==> src/source/ppu_mem_pkg.sv <==
package ppu_mem_pkg;

    // Memory widths
    parameter int map_addr_w = 9;   // Tile map holds 10 words per tile row
    parameter int gfx_addr_w = 11;  // Tile graphics hold 16 rows per tile
    parameter int pal_addr_w = 3;
    parameter int word_w     = 32;
    parameter int color_w    = 24;  // 8 bits each of red, green, blue

    // Fixed-latency read requests return data one cycle after en
    typedef struct packed {
        logic                  en;
        logic [map_addr_w-1:0] addr;
    } map_req_t;

    typedef struct packed {
        logic                  en;
        logic [gfx_addr_w-1:0] addr;
    } gfx_req_t;

    typedef struct packed {
        logic                  en;
        logic [pal_addr_w-1:0] addr;
    } pal_req_t;

endpackage

==> src/source/ppu_video_pkg.sv <==
package ppu_video_pkg;

    // Screen geometry
    parameter int tile_px      = 16;  // Pixels per tile side
    parameter int ids_per_word = 4;   // Tile IDs packed in one map word
    parameter int tile_id_w    = 7;

    // Timing inputs from the VGA controller
    typedef struct packed {
        logic [10:0] hcount;
        logic [9:0]  vcount;
        logic        vblank;
        logic        hsync;
    } video_pos_t;

    // One background tile of the current line
    typedef struct packed {
        logic [ppu_mem_pkg::word_w-1:0] row;  // 16 pixels at 2 bits each
        logic                           pal_sel;
    } line_tile_t;

    typedef enum logic [1:0] {
        fetch_idle,
        fetch_run,
        fetch_done
    } fetch_state_t;

endpackage

==> src/source/line_fetcher.sv <==
`timescale 1ns/1ps

module line_fetcher #(
    parameter int tiles_per_line = 40
) (
    input  logic                                         clk,
    input  logic                                         reset,
    input  ppu_video_pkg::video_pos_t                    pos,
    output ppu_mem_pkg::map_req_t                        map_req,
    input  logic [ppu_mem_pkg::word_w-1:0]               map_data,
    output ppu_mem_pkg::gfx_req_t                        gfx_req,
    input  logic [ppu_mem_pkg::word_w-1:0]               gfx_data,
    output ppu_video_pkg::line_tile_t [tiles_per_line-1:0] line_buf
);

    localparam int cnt_w          = $clog2(tiles_per_line + 1);
    localparam int map_aw         = ppu_mem_pkg::map_addr_w;
    localparam int gfx_aw         = ppu_mem_pkg::gfx_addr_w;
    localparam int ids            = ppu_video_pkg::ids_per_word;
    localparam int words_per_line = tiles_per_line / ids;
    localparam int field_w        = ppu_mem_pkg::word_w / ids;  // One byte per tile

    ppu_video_pkg::fetch_state_t state;

    logic             active;       // Line fetch window
    logic [cnt_w-1:0] cnt;          // Cycle count within fetch_run
    logic [cnt_w-1:0] gfx_tile;     // Tile whose row is requested now
    logic [1:0]       field;        // Byte of the map word for gfx_tile
    logic             map_pend;     // Map word arrives this cycle
    logic [ppu_mem_pkg::word_w-1:0] map_word;
    logic [ppu_mem_pkg::word_w-1:0] cur_word;
    logic [ppu_video_pkg::tile_id_w-1:0] cur_id;
    logic             cur_pal;
    logic             gfx_pend;     // Graphics row arrives this cycle
    logic [cnt_w-1:0] gfx_tile_d;
    logic             gfx_pal_d;

    assign active = pos.hsync && !pos.vblank;

    // Map word w is read at cnt 4w and its tiles go out at cnt 4w+1 .. 4w+4
    assign map_req.en = (state == ppu_video_pkg::fetch_run) && active
                        && (cnt < cnt_w'(tiles_per_line)) && (cnt % ids == 0);
    assign map_req.addr = map_aw'((pos.vcount / ppu_video_pkg::tile_px) * words_per_line
                                  + cnt / ids);

    assign gfx_tile = cnt - 1'b1;
    assign field    = 2'(gfx_tile % ids);
    assign cur_word = map_pend ? map_data : map_word;  // Fresh word bypasses the hold
    assign cur_id   = cur_word[field * field_w +: ppu_video_pkg::tile_id_w];
    assign cur_pal  = cur_word[field * field_w + field_w - 1];

    assign gfx_req.en   = (state == ppu_video_pkg::fetch_run) && active && (cnt != '0);
    assign gfx_req.addr = gfx_aw'(cur_id * ppu_video_pkg::tile_px
                                  + pos.vcount % ppu_video_pkg::tile_px);

    always_ff @(posedge clk) begin
        if (reset) begin
            state    <= ppu_video_pkg::fetch_idle;
            cnt      <= '0;
            map_pend <= 1'b0;
            gfx_pend <= 1'b0;
            line_buf <= '0;
        end else begin
            map_pend <= map_req.en;
            gfx_pend <= gfx_req.en;

            case (state)
                ppu_video_pkg::fetch_idle: begin
                    cnt <= '0;
                    if (active) begin
                        state <= ppu_video_pkg::fetch_run;
                    end
                end
                ppu_video_pkg::fetch_run: begin
                    if (!active) begin
                        state <= ppu_video_pkg::fetch_idle;
                    end else if (cnt == cnt_w'(tiles_per_line)) begin
                        state <= ppu_video_pkg::fetch_done;  // Last row request went out
                    end else begin
                        cnt <= cnt + 1'b1;
                    end
                end
                ppu_video_pkg::fetch_done: begin
                    if (!active) begin
                        state <= ppu_video_pkg::fetch_idle;
                    end
                end
                default: state <= ppu_video_pkg::fetch_idle;
            endcase

            // Returned row lands in the entry it was requested for
            if (gfx_pend) begin
                line_buf[gfx_tile_d].row     <= gfx_data;
                line_buf[gfx_tile_d].pal_sel <= gfx_pal_d;
            end
        end
    end

    always_ff @(posedge clk) begin
        if (map_pend) begin
            map_word <= map_data;  // Held for the remaining three tiles
        end
        gfx_tile_d <= gfx_tile;
        gfx_pal_d  <= cur_pal;
    end

endmodule

==> src/source/palette_loader.sv <==
`timescale 1ns/1ps

module palette_loader #(
    parameter int palette_entries = 8
) (
    input  logic                            clk,
    input  logic                            reset,
    input  ppu_video_pkg::video_pos_t       pos,
    output ppu_mem_pkg::pal_req_t           pal_req,
    input  logic [ppu_mem_pkg::color_w-1:0] pal_data,
    output logic [ppu_mem_pkg::color_w-1:0] pal_buf [palette_entries]
);

    localparam int cnt_w  = $clog2(palette_entries + 1);
    localparam int pal_aw = ppu_mem_pkg::pal_addr_w;

    logic [cnt_w-1:0]  load_cnt;  // Next palette entry to request
    logic              rd_pend;   // A read returns data this cycle
    logic [pal_aw-1:0] rd_idx;

    // One read per cycle from the first vblank cycle
    assign pal_req.en   = pos.vblank && (load_cnt < cnt_w'(palette_entries));
    assign pal_req.addr = pal_aw'(load_cnt);

    always_ff @(posedge clk) begin
        if (reset) begin
            load_cnt <= '0;
            rd_pend  <= 1'b0;
            for (int i = 0; i < palette_entries; i++) begin
                pal_buf[i] <= '0;
            end
        end else begin
            rd_pend <= pal_req.en;

            if (pal_req.en) begin
                load_cnt <= load_cnt + 1'b1;
            end else if (!pos.vblank) begin
                load_cnt <= '0;  // Ready for the next frame
            end

            // Color arrives one cycle after its request
            if (rd_pend) begin
                pal_buf[rd_idx] <= pal_data;
            end
        end
    end

    // Entry index follows its read by one cycle
    always_ff @(posedge clk) begin
        rd_idx <= pal_req.addr;
    end

endmodule

==> src/source/pixel_output.sv <==
`timescale 1ns/1ps

module pixel_output #(
    parameter int tiles_per_line  = 40,
    parameter int palette_entries = 8
) (
    input  logic                                         clk,
    input  logic                                         reset,
    input  ppu_video_pkg::video_pos_t                    pos,
    input  ppu_video_pkg::line_tile_t [tiles_per_line-1:0] line_buf,
    input  logic [ppu_mem_pkg::color_w-1:0]              pal_buf [palette_entries],
    output logic [ppu_mem_pkg::color_w-1:0]              pixel_color
);

    localparam int pal_iw = $clog2(palette_entries);

    logic [5:0]                tile_idx;
    logic [3:0]                px_idx;
    ppu_video_pkg::line_tile_t cur_tile;
    logic                      blank;

    logic              s1_blank;
    logic [1:0]        s1_code;
    logic              s1_pal_sel;
    logic [pal_iw-1:0] pal_idx;

    assign tile_idx = pos.hcount[10:5];
    assign px_idx   = pos.hcount[4:1];  // Drop bit 0 so each pixel shows twice
    assign cur_tile = line_buf[tile_idx];

    // Columns past the last tile show as border
    assign blank = pos.hsync || pos.vblank || (tile_idx >= 6'(tiles_per_line));

    // Code plus four times the palette bit
    assign pal_idx = pal_iw'({s1_pal_sel, s1_code});

    always_ff @(posedge clk) begin
        if (reset) begin
            s1_blank    <= 1'b1;
            pixel_color <= '0;
        end else begin
            s1_blank    <= blank;
            pixel_color <= s1_blank ? '0 : pal_buf[pal_idx];
        end
    end

    // Stage 1 payload
    always_ff @(posedge clk) begin
        s1_code    <= cur_tile.row[{px_idx, 1'b0} +: 2];
        s1_pal_sel <= cur_tile.pal_sel;
    end

endmodule

==> src/source/ppu_top.sv <==
`timescale 1ns/1ps

module ppu_top #(
    parameter int tiles_per_line  = 40,
    parameter int palette_entries = 8
) (
    input  logic                            clk,
    input  logic                            reset,
    input  ppu_video_pkg::video_pos_t       pos,
    output ppu_mem_pkg::map_req_t           map_req,
    input  logic [ppu_mem_pkg::word_w-1:0]  map_data,
    output ppu_mem_pkg::gfx_req_t           gfx_req,
    input  logic [ppu_mem_pkg::word_w-1:0]  gfx_data,
    output ppu_mem_pkg::pal_req_t           pal_req,
    input  logic [ppu_mem_pkg::color_w-1:0] pal_data,
    output logic [ppu_mem_pkg::color_w-1:0] pixel_color
);

    logic [ppu_mem_pkg::color_w-1:0] pal_buf [palette_entries];
    ppu_video_pkg::line_tile_t [tiles_per_line-1:0] line_buf;

    // Refilled every vblank
    palette_loader #(.palette_entries(palette_entries)) u_palette_loader (
        .clk     (clk),
        .reset   (reset),
        .pos     (pos),
        .pal_req (pal_req),
        .pal_data(pal_data),
        .pal_buf (pal_buf)
    );

    // Background line built during hsync
    line_fetcher #(.tiles_per_line(tiles_per_line)) u_line_fetcher (
        .clk     (clk),
        .reset   (reset),
        .pos     (pos),
        .map_req (map_req),
        .map_data(map_data),
        .gfx_req (gfx_req),
        .gfx_data(gfx_data),
        .line_buf(line_buf)
    );

    pixel_output #(
        .tiles_per_line (tiles_per_line),
        .palette_entries(palette_entries)
    ) u_pixel_output (
        .clk        (clk),
        .reset      (reset),
        .pos        (pos),
        .line_buf   (line_buf),
        .pal_buf    (pal_buf),
        .pixel_color(pixel_color)
    );

endmodule

==> config.mk <==
export PLATFORM = sky130hd
export DESIGN_NAME = ppu_top
export DESIGN_NICKNAME = d
export VERILOG_FILES = /design/src/source/ppu_mem_pkg.sv /design/src/source/ppu_video_pkg.sv /design/src/source/line_fetcher.sv /design/src/source/palette_loader.sv /design/src/source/pixel_output.sv /design/src/source/ppu_top.sv
export SDC_FILE = /design/constraint.sdc
export NUM_CORES = 2
export LEC_CHECK = 0
export ABC_CLOCK_PERIOD_IN_PS = 3040
export CORE_MARGIN = 4
export CORE_UTILIZATION = 25
export CTS_BUF_LIST = sky130_fd_sc_hd__clkbuf_8
export CTS_CLUSTER_SIZE = 28
export DETAILED_ROUTE_END_ITERATION = 7
export DONT_BUFFER_PORTS = 1
export HOLD_SLACK_MARGIN = 0.12
export PLACE_DENSITY = 0.5
export SLEW_MARGIN = 20
export SYNTH_ARGS = -nofsm -noshare
export SYNTH_HDL_FRONTEND = slang
export SYNTH_SLANG_ARGS = --single-unit
==> constraint.sdc <==
create_clock -name clk -period 3.04 [get_ports clk]
set_input_delay 0.456 -clock clk [delete_from_list [all_inputs] [get_ports clk]]
set_output_delay 0.456 -clock clk [all_outputs]
set_load 0.05 [all_outputs]
; After elaboration in Yosys (flattened, before gate mapping)
; Cells that the tools add are included.
[op_classes]
multipliers = 1
n_bitwise = 2
n_div = 0
eq_ne = 9
n_reduce_logical = 18
muxes = 27
add_sub_neg = 7
order_cmp = 10
shifts = 2
[ops]
columns = operator, count
row1 = $bwmux 1320, 2
row2 = $demux 33 s6, 2
row3 = $bmux 33 s6, 1
row4 = $bwmux 192, 1
row5 = $bmux 24 s3, 1
row6 = $demux 24 s3, 1
row7 = $mux 24, 3
row8 = $mux 33, 2
row9 = $logic_not 32->1, 1
row10 = $lt 32x6->1 const B, 1
row11 = $mux 32, 1
row12 = $shiftx 32x6->2, 1
row13 = $shiftx 32x6->7, 1
row14 = $sub 32x1->32 const B, 1
row15 = $lt 6x7->1 const B, 2
row16 = $mux 6, 2
row17 = $pmux 6 s2, 1
row18 = $add 11x4->11, 1
row19 = $add 9x4->9, 1
row20 = $ge 4x4->1 const B, 2
row21 = $logic_and 1x1->1, 8
row22 = $mul 6x3->8 const B, 1
row23 = $mux 2, 4
row24 = $mux 4, 2
row25 = other kinds (26), 33
[totals]
out_inout_bits = 50
word_cells = 178
latch_bits = 0
ff_bits = 1597
inputBits = 113
n_memories = 0
romBits = 0
mem_bits_rw = 0

; Logic depth before layout (Yosys ltp)
[depth]
word_depth = 6
depth_mapped = 12
mapped_depth_nobuf = 9

; Modules after synthesis
; Synthesis repeated with hierarchy kept, for this count alone.
[hier_totals]
cells_unflattened = 8020
hier_area_um2 = 68539.5
[by_module_without_submodules]
columns = mod, n_inst, seq_area_each_um2, cells_per_inst, area_each_um2
row1 = line_fetcher, 1, 27406.3, 6122, 48032.3
row2 = pixel_output, 1, 560.5, 997, 13267.7
row3 = palette_loader, 1, 4003.8, 901, 7239.4

; Worst setup path before layout
; OpenSTA, ideal clock, no wires.
[synth_timing]
kind = input-to-output
startpoint = input pos[7] (netlist bit)
endpoint = output map_req[8] (netlist bit)
path_slack_ps = -61
arrival_time_ps = 2645
required_ps = 2584
n_path_buf = 0
cell_stages = 7
cell_sequence = ha_1 > ha_1 > fa_1 > nand2_1 > nor2_1 > nand3b_1 > xnor2_1
[synth_rtl]
columns = element, line
row1 = start: declaration, ppu_top.sv:9  ; input ppu_video_pkg::video_pos_t pos,
row2 = end: declaration, ppu_top.sv:10  ; output ppu_mem_pkg::map_req_t map_req,

==> reports/metrics.json <==
{
  "place.gp.congestion": 0.8633,
  "postLayoutSetupSlackWorst_ns": 0.004740,
  "rows": 191,
  "critical_path_peak_fanout": 2,
  "relSlewSlack_pct": 22.08,
  "dp_hpwl_mm": 144.6,
  "floorplan.initialDensity_pct": 25.09,
  "finalCritPeriodShare_pct": 99.84,
  "outcome": "finished clean",
  "cp.arrival_ns": 2.58,
  "critical_path_required_ns": 2.58,
  "power.ir.vdd_worst_mv": 0.3094,
  "placedCellCount": 11040,
  "layout-drive-gt1-share_pct": 15.01,
  "end_kind": "primary output",
  "postSynth.asyncResetShare_pct": 0,
  "synth.distinct_cells": 75,
  "nFillCells": 28200,
  "multi_input_gate_area_in_the_final_layout_sq_um": 33030,
  "mappedNetlistArea_sq_um": 67870,
  "grtUsageTotal_pct": 17.95,
  "final.hold.worst_slack_ns": 0.2177,
  "timing_worst_slew_pin_value_ns": 1.158,
  "tritoncts_clock_tree": "built",
  "clock_latency_ns": 1.04,
  "tritoncts_num_sinks": 1597,
  "number_of_max_slew_violations_in_the_final_report": 0,
  "cts_root_buf": "clkbuf_8",
  "critical_path.top_delay_family": "adder cells",
  "total_via_count_after_detailed_routing": 58760,
  "finish.net_count": 8085,
  "final.setup.tns_ns": 0,
  "area_growth_pct": 18.91,
  "power-per-cell-area_nw_per_um2": 540.7,
  "critical_path_top_delay_cell": "dfxtp_4",
  "num_io_pins": 163,
  "synth-edff-count": 0,
  "syn-mean-instance-area_sq_um": 8.503,
  "clock-skew-final_ns": 0.1299,
  "synth.yosys.seq_area_share_pct": 47.10,
  "first_iter_violations": 6347,
  "timing.final.setup_violations": 0,
  "timing.critical_path.buf_inv": 1,
  "drcViolationCount": 0,
  "final.min_clock_period_ns": 3.035,
  "ys.warnings.count": 0,
  "finalHoldViolCount": 0,
  "placed_area_sq_um": 72370,
  "avgViaCountPerCell": 5.002,
  "critical-path-max-stage-delay_ns": 0.35,
  "global_route_wire_length_before_repair_mm": 381.0,
  "drt.antenna.violating_nets": 0,
  "die_x_um": 529.0,
  "first_global_vias": 57190,
  "totalPowerFinal_mw": 43.63,
  "buffer_ports.inserted": 0,
  "area.sequential_sq_um": 31990,
  "detail_route.wl_per_cell_um": 22.35,
  "grt_max_degree": 320,
  "design.die.area_sq_um": 279900,
  "core_area_sq_um": 270500,
  "die_height_um": 529.0,
  "clkTransAtPathRegs_ns": 0.06,
  "finalNonFillerCells": 11750,
  "register_bit_count_reported_by_yosys": 1597,
  "stdcell_area_sq_um": 80710,
  "htree_num_levels": 5,
  "fmaxAchievable_mhz": 329.5,
  "timing.hold.worst.class": "input pin to flip-flop",
  "cts_inserted_buffers": 291,
  "ys.flop_type": "dfxtp_1",
  "setup.worst_path.class": "flip-flop to primary output",
  "worst_setup_path_start_kind": "flip-flop",
  "clk_path_buf_depth": 4,
  "post-place-ws_ns": -1.048,
  "synth_fp_nets": 8111,
  "drv_cap": 0,
  "postRouteWirelength_mm": 262.6,
  "number_of_antenna_violations_at_the_first_check_in_global_routing": 23,
  "fin_util_pct": 29.83,
  "detail_route.first_pass.iterations": 6,
  "overflow": 0,
  "unrepaired_setup_endpoints_after_global_routing": "yes",
  "crit_path_cell_trace": "ha_4 > fa_2 > a21oi_2 > nor2b_2 > and3b_2 > xor2_4 > buf_12",
  "p_leak_nw": 25.84,
  "netlist_instances": 7982
}
## state kept, by name, summed over array words and instances, names as in the netlist
| register | cells |
|---|---|
| u_line_fetcher.cnt | 6 |
| u_line_fetcher.gfx_pal_d | 1 |
| u_line_fetcher.gfx_pend | 1 |
| u_line_fetcher.gfx_tile_d | 6 |
| u_line_fetcher.line_buf | 1320 |
| u_line_fetcher.map_pend | 1 |
| u_line_fetcher.map_word | 32 |
| u_line_fetcher.state | 2 |
| u_palette_loader.load_cnt | 4 |
| u_palette_loader.pal_buf | 192 |
| u_palette_loader.rd_idx | 3 |
| u_palette_loader.rd_pend | 1 |
| u_pixel_output.pixel_color | 24 |
| u_pixel_output.s1_blank | 1 |
| u_pixel_output.s1_code | 2 |
| u_pixel_output.s1_pal_sel | 1 |
## layer usage
metal / global-route usage [%] / vias up / part of all wire (%)
li1: - / 26860 / -
met1: 23.50 / 28710 / 41
met2: 28.92 / 2664 / 46
met3: 3.540 / 529 / 8.6
met4: 7.326 / 4 / 4.2
met5: 0 / - / 0.010
## final timing paths
| kind | endpoint | cells after the start | start | slack [ns] |
|---|---|---|---|---|
| worst max register to register | u_pixel_output.s1_code[0] | 9 | u_line_fetcher.line_buf[246] | 0.07 |
| worst min register to register | u_line_fetcher.line_buf[1126] | 2 | u_line_fetcher.line_buf[1126] | 0.45 |
| worst min-delay path | u_palette_loader.pal_buf[95] | 3 | pal_data[23] | 0.22 |
| worst max-delay path | map_req[7] | 7 | u_line_fetcher.cnt[3] | 0.005 |
## worst min-delay path: stages
cell,delay [ns]
nand2_1,0.04
a21oi_1,0.05
dlygate4sd3_1,0.54
## synth_stat cells, drive strengths merged, types with 8 or more instances
cell / instances / area, sq um
clkbuf: 647 / 2460
o22ai: 17 / 106.4
a31oi: 17 / 106.4
mux4: 382 / 8622
a211oi: 9 / 67.56
ha: 14 / 175.2
nand2b: 15 / 93.84
o21ai: 18 / 90.09
a22oi: 26 / 195.2
mux2i: 108 / 1081
xor2: 10 / 87.58
dfxtp: 1597 / 31970
a221oi: 30 / 287.8
xnor2: 9 / 78.83
a21oi: 1507 / 7542
nor2: 144 / 540.5
nand2: 3078 / 11550
nand3b: 8 / 60.06
buf: 117 / 867.1
nor2b: 18 / 112.6
inv: 9 / 36.29
nor3: 18 / 90.09
nand3: 16 / 80.08
nor3b: 11 / 82.58
mux2: 52 / 589.3
## report_power, final
part | total (mW) | switching (mW) | internal [mW]
clock network | 19.9 | 9.53 | 10.4
registers | 21.2 | 0.131 | 21.1
logic | 2.54 | 1.61 | 0.936
total | 43.6 | 11.3 | 32.4
## cells in the final DEF, fill, tap and decap left out, types with 16 or more instances in the layout
cell type	count
nand2_1	3062
dfxtp_1	1588
a21oi_1	1505
mux4_2	377
clkbuf_8	342
buf_4	181
dlygate4sd3_1	142
inv_1	119
mux2i_1	106
nor2_1	101
buf_12	75
mux2_2	46
buf_16	43
nor2_4	34
a22oi_1	26
a221oi_1	25
diode_2	22
o22ai_1	17
a31oi_1	17
nand2_2	16
## layout make-up
class                   count  share of cell area, %
diodes                     22                0.06821
well taps                3570                  5.535
clock buffers             342                  5.832
flip-flops and latches   1597                  39.64
inverters                  11                0.06201
repair buffers            445                  6.879
multi-input cells        5610                  40.93
clock inverters           151                  1.050
## cell families after synthesis
logic type	count (synthesis)	share of synthesized area, %
xor+xnor	19	0.2452
flops	1597	47.10
buf+inv	775	4.966
mux	542	15.16
fa+ha+maj	16	0.3171
compound gates	1683	13.17
simple gates	3350	19.03
## timing repair
action,in CTS,in global routing
pin swaps,6,4
gates cloned,1,3
hold endpoints to repair,1522,0
gates resized for setup,24,14
hold buffers,178,0
endpoints found under the setup margin,11,204
setup buffers,4,1
Power figures use the tool's default switching activity.
